--- src/l2_miss_unit_cfg.svh ---
// Build time constants of the L2 miss unit.
// The FIFO depth follows the tracker depth so the queue can never overflow
// while the tracker still has a free slot.
`ifndef L2_MISS_UNIT_CFG_SVH
`define L2_MISS_UNIT_CFG_SVH

// bits in a cache line address as seen by the miss logic
`define L2_LINE_ADDR_BITS 26

// tracker slots, and also the number of miss FIFO slots
// keep this a power of two
`define L2_PENDING_ENTRIES 16

// cycles that memory gets to answer each phase of the req/ack handshake
`define L2_ACK_TIMEOUT 64

`endif

--- src/l2_miss_unit_pkg.sv ---
// Shared types for the L2 miss tracking front end.
// Widths come from the cfg header, so the header must be visible when this
// package is compiled.
`include "l2_miss_unit_cfg.svh"

package l2_miss_unit_pkg;

	// a cache line address with the offset bits already stripped off
	typedef logic [`L2_LINE_ADDR_BITS - 1:0] l2_line_addr_t;

	// selects one slot of the pending miss tracker
	typedef logic [$clog2(`L2_PENDING_ENTRIES) - 1:0] pm_index_t;

	// memory handshake sequencer states
	// DONE_LOW is the one cycle abort state entered after a handshake timeout
	typedef enum logic [1:0]
	{
		IDLE,
		REQ_HIGH,
		WAIT_ACK_LOW,
		DONE_LOW
	} mem_fsm_state_t;

endpackage

--- src/cam.sv ---
// Small fully associative lookup table built from flops.
// Lookup is combinational, update lands at the next rising edge.
// The index ports use pm_index_t, so NUM_ENTRIES must fit in that type.
// Callers must never write a key that is already held by another valid entry.
`timescale 1ns/100ps

module cam
	import l2_miss_unit_pkg::*;
	#(parameter int NUM_ENTRIES = 16,
	parameter int KEY_WIDTH = 26)
	(input clk,
	input reset,
	input [KEY_WIDTH - 1:0] lookup_key,
	output logic lookup_hit,
	output pm_index_t lookup_index,
	input update_en,
	input pm_index_t update_index,
	input [KEY_WIDTH - 1:0] update_key,
	input update_valid);

	logic [KEY_WIDTH - 1:0] keys [NUM_ENTRIES];
	logic [NUM_ENTRIES - 1:0] entry_valid;
	logic [NUM_ENTRIES - 1:0] match;

	// every valid entry is compared against the key in parallel
	always_comb
	begin
		for (int i = 0; i < NUM_ENTRIES; i++)
			match[i] = entry_valid[i] && keys[i] == lookup_key;
	end

	// at most one entry can match, so the last hit found is the only one
	always_comb
	begin
		lookup_hit = 1'b0;
		lookup_index = '0;
		for (int i = 0; i < NUM_ENTRIES; i++)
		begin
			if (match[i])
			begin
				lookup_hit = 1'b1;
				lookup_index = pm_index_t'(i);
			end
		end
	end

	// update_valid low invalidates the selected entry
	always_ff @(posedge clk, posedge reset)
	begin
		if (reset)
			entry_valid <= '0;
		else if (update_en)
			entry_valid[update_index] <= update_valid;
	end

	always_ff @(posedge clk)
	begin
		if (update_en && update_valid)
			keys[update_index] <= update_key;
	end

	// the owner of the table must keep keys unique across all valid slots
	unique_keys: assert property (@(posedge clk) disable iff (reset) $onehot0(match))
		else $error("cam: more than one valid entry matches the lookup key");

endmodule

--- src/pending_miss_tracker.sv ---
// Remembers every line that has a miss in flight to memory.
// The request stage must hold off new misses while pending_full is high.
// A fill is expected only for a line that is currently pending.
// duplicate_request is combinational in the request cycle.
`timescale 1ns/100ps
`include "l2_miss_unit_cfg.svh"

module pending_miss_tracker
	import l2_miss_unit_pkg::*;
	(input clk,
	input reset,
	input req_valid,
	input l2_line_addr_t req_address,
	input req_is_miss,
	input req_is_fill,
	output logic duplicate_request,
	output logic pending_full,
	output logic push,
	output l2_line_addr_t push_address);

	logic cam_hit;
	pm_index_t hit_index;
	pm_index_t next_free;
	// a set bit marks a slot that holds no pending line
	logic [`L2_PENDING_ENTRIES - 1:0] free_entries;
	logic [`L2_PENDING_ENTRIES - 1:0] next_free_oh;
	logic record;
	logic clear;

	// isolate the lowest free slot
	assign next_free_oh = free_entries & ~(free_entries - 1'b1);

	// one hot to binary index
	always_comb
	begin
		next_free = '0;
		for (int i = 0; i < `L2_PENDING_ENTRIES; i++)
		begin
			if (next_free_oh[i])
				next_free = pm_index_t'(i);
		end
	end

	// a new miss takes a free slot, a fill frees the slot it hits
	assign record = req_valid && req_is_miss && !cam_hit;
	assign clear = req_valid && req_is_fill && cam_hit;

	assign duplicate_request = req_valid && cam_hit;
	assign pending_full = free_entries == '0;

	// only first misses to a line go on toward memory
	assign push = record;
	assign push_address = req_address;

	cam #(.NUM_ENTRIES(`L2_PENDING_ENTRIES), .KEY_WIDTH(`L2_LINE_ADDR_BITS)) lookup_cam(
		.clk(clk),
		.reset(reset),
		.lookup_key(req_address),
		.lookup_hit(cam_hit),
		.lookup_index(hit_index),
		.update_en(record || clear),
		.update_index(cam_hit ? hit_index : next_free),
		.update_key(req_address),
		.update_valid(record));

	always_ff @(posedge clk, posedge reset)
	begin
		if (reset)
			free_entries <= '1;
		else if (record)
			free_entries[next_free] <= 1'b0;
		else if (clear)
			free_entries[hit_index] <= 1'b1;
	end

	// a miss while full would overwrite slot zero
	no_miss_when_full: assert property (@(posedge clk) disable iff (reset)
		req_valid && req_is_miss |-> !pending_full)
		else $error("tracker: miss presented while pending_full is high");

	fill_hits_pending: assert property (@(posedge clk) disable iff (reset)
		req_valid && req_is_fill |-> cam_hit)
		else $error("tracker: fill for a line with no pending miss");

endmodule

--- src/miss_fifo.sv ---
// Circular queue of line addresses waiting to go to memory.
// There is no full output, because the tracker bounds the number of pushes.
// The head entry is readable on pop_address while fifo_empty is low.
// DEPTH must be at least 2.
`timescale 1ns/100ps
`include "l2_miss_unit_cfg.svh"

module miss_fifo
	import l2_miss_unit_pkg::*;
	#(parameter int DEPTH = `L2_PENDING_ENTRIES)
	(input clk,
	input reset,
	input push,
	input l2_line_addr_t push_address,
	input pop,
	output l2_line_addr_t pop_address,
	output logic fifo_empty);

	localparam int PTR_W = $clog2(DEPTH);
	localparam int CNT_W = $clog2(DEPTH + 1);

	l2_line_addr_t storage [DEPTH];
	logic [PTR_W - 1:0] wr_ptr;
	logic [PTR_W - 1:0] rd_ptr;
	logic [CNT_W - 1:0] count;
	logic fifo_full;

	assign fifo_empty = count == '0;
	assign fifo_full = count == CNT_W'(DEPTH);
	assign pop_address = storage[rd_ptr];

	always_ff @(posedge clk)
	begin
		if (push)
			storage[wr_ptr] <= push_address;
	end

	// pointers wrap explicitly so depths that are not a power of two work too
	always_ff @(posedge clk, posedge reset)
	begin
		if (reset)
		begin
			wr_ptr <= '0;
			rd_ptr <= '0;
			count <= '0;
		end
		else
		begin
			if (push)
				wr_ptr <= wr_ptr == PTR_W'(DEPTH - 1) ? '0 : wr_ptr + 1'b1;
			if (pop)
				rd_ptr <= rd_ptr == PTR_W'(DEPTH - 1) ? '0 : rd_ptr + 1'b1;
			if (push && !pop)
				count <= count + 1'b1;
			else if (pop && !push)
				count <= count - 1'b1;
		end
	end

	// the tracker depth is what keeps this from ever firing
	no_overflow: assert property (@(posedge clk) disable iff (reset) push |-> !fifo_full)
		else $error("miss_fifo: push while full");

	no_underflow: assert property (@(posedge clk) disable iff (reset) pop |-> !fifo_empty)
		else $error("miss_fifo: pop while empty");

endmodule

--- src/mem_req_fsm.sv ---
// Drains the miss FIFO to memory, one four phase req/ack handshake at a time.
// mem_address is held from the pop until the handshake is over.
// A phase timeout aborts the transaction, drops the entry and sets mem_error,
// which stays high until reset.
`timescale 1ns/100ps

module mem_req_fsm
	import l2_miss_unit_pkg::*;
	(input clk,
	input reset,
	input fifo_empty,
	output logic pop,
	input l2_line_addr_t pop_address,
	output logic mem_req,
	output l2_line_addr_t mem_address,
	input mem_ack,
	input timeout,
	output logic timer_run,
	output logic timer_clear,
	output logic mem_error);

	mem_fsm_state_t state;
	mem_fsm_state_t state_next;

	always_comb
	begin
		state_next = state;
		unique case (state)
			IDLE:
				if (!fifo_empty)
					state_next = REQ_HIGH;
			// waiting for memory to raise ack
			REQ_HIGH:
				if (timeout)
					state_next = DONE_LOW;
				else if (mem_ack)
					state_next = WAIT_ACK_LOW;
			// req is down, waiting for memory to drop ack
			WAIT_ACK_LOW:
				if (timeout)
					state_next = DONE_LOW;
				else if (!mem_ack)
					state_next = IDLE;
			DONE_LOW:
				state_next = IDLE;
			default:
				state_next = IDLE;
		endcase
	end

	// the head is taken on the same edge that raises mem_req
	assign pop = state == IDLE && !fifo_empty;
	assign mem_req = state == REQ_HIGH;
	assign timer_run = state == REQ_HIGH || state == WAIT_ACK_LOW;
	// restart the phase timer on every state change
	assign timer_clear = state_next != state;

	always_ff @(posedge clk, posedge reset)
	begin
		if (reset)
		begin
			state <= IDLE;
			mem_error <= 1'b0;
		end
		else
		begin
			state <= state_next;
			if (state_next == DONE_LOW)
				mem_error <= 1'b1;
		end
	end

	always_ff @(posedge clk)
	begin
		if (pop)
			mem_address <= pop_address;
	end

	addr_stable: assert property (@(posedge clk) disable iff (reset)
		mem_req && $past(mem_req) |-> mem_address == $past(mem_address))
		else $error("mem_req_fsm: mem_address changed while mem_req was high");

endmodule

--- src/ack_timer.sv ---
// Watchdog for one phase of the memory handshake.
// Counts while timer_run is high and saturates at the timeout value.
// timer_clear wins over counting and zeroes the count.
`timescale 1ns/100ps
`include "l2_miss_unit_cfg.svh"

module ack_timer
	(input clk,
	input reset,
	input timer_run,
	input timer_clear,
	output logic timeout);

	localparam int CNT_W = $clog2(`L2_ACK_TIMEOUT + 1);

	logic [CNT_W - 1:0] count;

	assign timeout = count == CNT_W'(`L2_ACK_TIMEOUT);

	always_ff @(posedge clk, posedge reset)
	begin
		if (reset)
			count <= '0;
		else if (timer_clear)
			count <= '0;
		else if (timer_run && !timeout)
			count <= count + 1'b1;
	end

	// the sequencer must leave its waiting state in the very cycle it sees timeout
	timeout_ends_phase: assert property (@(posedge clk) disable iff (reset)
		timeout |-> timer_run && timer_clear)
		else $error("ack_timer: timeout was not acted on by the sequencer");

endmodule

--- src/l2_miss_unit.sv ---
// Miss tracking front of the L2 cache.
// One request per cycle; req_is_miss and req_is_fill are never both high.
// No misses may be presented while pending_full is high.
// mem_error is sticky and clears only on reset.
`timescale 1ns/100ps
`include "l2_miss_unit_cfg.svh"

module l2_miss_unit
	import l2_miss_unit_pkg::*;
	(input clk,
	input reset,
	input req_valid,
	input l2_line_addr_t req_address,
	input req_is_miss,
	input req_is_fill,
	output logic duplicate_request,
	output logic pending_full,
	output logic mem_req,
	output l2_line_addr_t mem_address,
	input mem_ack,
	output logic mem_error);

	logic push;
	l2_line_addr_t push_address;
	logic pop;
	l2_line_addr_t pop_address;
	logic fifo_empty;
	logic timer_run;
	logic timer_clear;
	logic timeout;

	pending_miss_tracker tracker_inst(
		.clk(clk),
		.reset(reset),
		.req_valid(req_valid),
		.req_address(req_address),
		.req_is_miss(req_is_miss),
		.req_is_fill(req_is_fill),
		.duplicate_request(duplicate_request),
		.pending_full(pending_full),
		.push(push),
		.push_address(push_address));

	// same depth as the tracker so it can never overflow
	miss_fifo #(.DEPTH(`L2_PENDING_ENTRIES)) fifo_inst(
		.clk(clk),
		.reset(reset),
		.push(push),
		.push_address(push_address),
		.pop(pop),
		.pop_address(pop_address),
		.fifo_empty(fifo_empty));

	mem_req_fsm fsm_inst(
		.clk(clk),
		.reset(reset),
		.fifo_empty(fifo_empty),
		.pop(pop),
		.pop_address(pop_address),
		.mem_req(mem_req),
		.mem_address(mem_address),
		.mem_ack(mem_ack),
		.timeout(timeout),
		.timer_run(timer_run),
		.timer_clear(timer_clear),
		.mem_error(mem_error));

	ack_timer timer_inst(
		.clk(clk),
		.reset(reset),
		.timer_run(timer_run),
		.timer_clear(timer_clear),
		.timeout(timeout));

endmodule

--- config.mk ---
export PLATFORM = sky130hd
export DESIGN_NAME = l2_miss_unit
export DESIGN_NICKNAME = d
export VERILOG_FILES = /design/src/l2_miss_unit_pkg.sv /design/src/cam.sv /design/src/pending_miss_tracker.sv /design/src/miss_fifo.sv /design/src/mem_req_fsm.sv /design/src/ack_timer.sv /design/src/l2_miss_unit.sv
export VERILOG_INCLUDE_DIRS = /design/src
export SDC_FILE = /design/constraint.sdc
export NUM_CORES = 1
export LEC_CHECK = 0
export BUFFER_PORTS_ARGS = -buffer_cell sky130_fd_sc_hd__buf_2
export CAP_MARGIN = 5
export CORE_ASPECT_RATIO = 1.2
export CORE_UTILIZATION = 57
export DETAILED_ROUTE_END_ITERATION = 10
export PLACE_DENSITY = 0.8
export REMOVE_ABC_BUFFERS = 1
export SLEW_MARGIN = 20
export SYNTH_ARGS = -nofsm -noshare
export SYNTH_HDL_FRONTEND = slang
export SYNTH_SLANG_ARGS = --single-unit
--- constraint.sdc ---
create_clock -name clk -period 4.7 [get_ports clk]
set_clock_uncertainty 0.15 [all_clocks]
set_input_delay 0.94 -clock clk [delete_from_list [all_inputs] [get_ports clk]]
set_output_delay 0.94 -clock clk [all_outputs]
set_load 0.03 [all_outputs]
==> key figures <==
Global routing
  – Final global-route overflow total: 0
  – First-pass GRT wire length: 139.5 mm
  – GRT Total Usage: 0.2777
  – Largest net degree at the start of global routing: 69
  – Antenna violations before repair: 1
  – Number of global-route vias before repair: 22238

Final layout
  – Filler instances: 4352
  – Area growth syn-to-layout: 15.35%
  – Post-layout util: 0.6685
  – Final cell count without fillers: 3408
  – Nets: 2491
  – Share of layout cells above drive strength 1: 0.2357
  – ANT cells: 0

Setup path
  – Worst EP arrival: 3.51 ns
  – Kind of critical path: primary input to output port
  – Element type at the critical path end: output port
  – CP Launch Type: primary input
  – Required @ worst endpoint: 3.61 ns
  – Crit Path Max Fanout: 25

Placement
  – Placer Congestion: 0.9103
  – DP HPWL: 57.62 mm
  – Pre-CTS setup slack: -0.2833 ns
  – Inst Count DP: 3244
  – Port buffer count: 61

Floorplanning
  – I/O pin total: 62
  – Die W: 238.9 µm
  – Area of the core: 66240 µm²
  – Die H: 286.3 µm
  – Die area: 68390 µm²
  – Rows: 103
  – Initial Util: 0.5795

Clock tree
  – Post-CTS setup buffer count: 0
  – Clk sinks: 913
  – Cts repair resizes: 1
  – CTS H-tree lvls: 3
  – Maximum root-to-sink buffer count: 3
  – CTS tree: done
  – Root buffer cell: clkbuf_16
  – Insertion delay to the later sink of the worst-skew pair: 0.66 ns
  – Clk slew on worst S/H paths: 0.06 ns
  – CTS Hold Buffers Added: 0
  – TritonCTS Buffers: 86

Route
  – DRC viols: 0
  – Number of iterations in the first detailed-routing pass: 5
  – Final ANT Viol Nets: 0
  – Vias: 21413
  – Via-per-instance ratio: 6.283
  – Wirelength, routed: 93.21 mm
  – WL/cell: 27.35 µm
  – DRC marker count from the first detailed-route iteration: 2203

Synthesis
  – Leading area contributor after synthesis: edfxtp_1
  – Post-synth EDFFs: 858
  – FF+latch count, synth: 913
  – YS warnings: 0
  – Synth top area share: 0.6712
  – Synthesized area per cell: 17.45 µm²
  – Mapped cell area: 38390 µm²
  – Library cells used by synthesis: 75
  – Sequential fraction of the synthesis area: 0.7075
  – Mapped Cells: 2200
  – FFs w/ async S/R, synth: 0.06024
  – Top cells by area, synth: edfxtp_1 67%, mux4_2 7.6%, xnor2_1 5.8%
  – Ys flop type: edfxtp_1

Job
  – Max cap viols: 0

Timing
  – Max Clk Rate: 217.2 MHz
  – Tightest Pin Transition: 1.170 ns
  – RSZ-0062 raised after global routing: false
  – Setup-failing EPs final: 0
  – Setup_tns: 0 ns
  – Slew Viols, Final: 0
  – Setup ws final: 0.09641 ns
  – Crit path time final: 4.604 ns
  – Final period util: 0.9795
  – Max-slew headroom: 0.2181
  – Final Hold Viols: 0

Outcome
  – Status: completed

Power
  – Peak supply drop: 356.0 µV
  – Leak: 14.47 nW
  – Pwr per Cell Area: 500.3 nW/µm²
  – Tot Pwr: 0.02215 W

Worst hold path
  – Worst hold path class: primary input to async pin
path summary, 6_finish.rpt:
path / from / end / slack, ns / depth (start not counted)
worst max-delay path: req_address[19] / duplicate_request / 0.1 / 10
worst min-delay path: reset / fifo_inst.count[2] / 0.28 / 2
worst max register to register: tracker_inst.lookup_cam.keys[7][0] / fifo_inst.count[4] / 0.70 / 16
worst min register to register: fsm_inst.mem_error / fsm_inst.mem_error / 0.31 / 1
max in group asynchronous: reset / tracker_inst.free_entries[11] / 3.30 / 3
min in group clk: fsm_inst.mem_error / fsm_inst.mem_error / 0.31 / 1
layer usage:
| layer | track usage | part of all wire | up-vias |
|---|---|---|---|
| met1 | 0.3653 | 0.38 | 10964 |
| met2 | 0.4672 | 0.50 | 1082 |
| met3 | 0.03742 | 0.071 | 238 |
| met5 | 0 | 0.00020 | - |
| li1 | - | - | 9127 |
| met4 | 0.1188 | 0.040 | 2 |
power by group:
part / switching (W) / internal (W) / total [W]
Combinational: 0.00268 / 0.00205 / 0.00473
Clock: 0.00317 / 0.00401 / 0.00718
Sequential: 0.000530 / 0.00971 / 0.0102
Total: 0.00639 / 0.0158 / 0.0222
final cells by class:
cell class / count / area, µm² / area share
sequential: 913 / 27170 / 0.6136
multi-input combinational: 1175 / 10710 / 0.2418
clock buffer: 99 / 2293 / 0.05179
timing repair buffer: 245 / 2270 / 0.05125
tap: 892 / 1116 / 0.02520
clock inverter: 63 / 645.6 / 0.01458
inverter: 21 / 80.08 / 0.001808
per-stage QoR:
stage	area, µm²	hold WS (ns)
after floorplan	37760	0.2833
after global placement	41270	0.2852
after detailed placement	41270	0.2996
after CTS	44210	0.3149
after global routing	44280	0.3352
final	44280	0.2757
synthesized netlist by cell type (all sizes together) (17+ instances only):
| master | instances |
|---|---|
| or4 | 18 |
| nor4 | 70 |
| nand2 | 58 |
| nand3 | 17 |
| nand4 | 152 |
| mux4 | 130 |
| edfxtp | 858 |
| nor3 | 39 |
| buf | 66 |
| xnor2 | 255 |
| clkbuf | 25 |
| xor2 | 175 |
| dfrtp | 39 |
| nor2 | 86 |
| inv | 21 |
| o21ai | 29 |
worst max-delay path: stages:
cell and delay, ns:
buf_2 0.12, buf_12 0.17, xor2_1 0.21, or3b_2 0.46, or4_1 0.53, nor3_1 0.22, nand4_1 0.11, nand4_1 0.27
o41a_1 0.23, clkbuf_4 0.20
flip-flops by register name (all words and copies together), names as in the netlist:
register / count
tracker_inst.free_entries: 16
fifo_inst.count: 5
fsm_inst.mem_address: 26
fifo_inst.wr_ptr: 4
timer_inst.count: 7
tracker_inst.lookup_cam.keys: 416
fifo_inst.rd_ptr: 4
fsm_inst.state: 2
tracker_inst.lookup_cam.entry_valid: 16
fsm_inst.mem_error: 1
fifo_inst.storage: 416
cell usage in the layout (no fill, tap or decap), types with 17 or more instances in the layout:
| cell | synthesis | routed |
|---|---|---|
| buf_12 | 1 | 43 |
| buf_2 | 9 | 59 |
| buf_4 | 24 | 140 |
| clkbuf_16 | 0 | 88 |
| clkinv_2 | 0 | 18 |
| dfrtp_1 | 39 | 36 |
| edfxtp_1 | 858 | 858 |
| inv_1 | 21 | 20 |
| mux4_2 | 130 | 130 |
| nand2_1 | 58 | 58 |
| nand3_1 | 17 | 17 |
| nand4_1 | 151 | 151 |
| nor2_1 | 85 | 65 |
| nor3_1 | 37 | 29 |
| nor4_1 | 66 | 64 |
| o21ai_0 | 24 | 24 |
| xnor2_1 | 255 | 253 |
| xor2_1 | 175 | 175 |
cells by family (layout without fill, tap and decap cells):
family,after synthesis,after routing,share of synthesized area
flops,913,913,0.7075
simple gates,501,501,0.07601
xor+xnor,430,430,0.09811
mux,135,135,0.07767
buf+inv,112,428,0.01832
compound gates,92,92,0.01662
fa+ha+maj,17,17,0.005736
No activity file was read; power rests on OpenSTA's default activity.
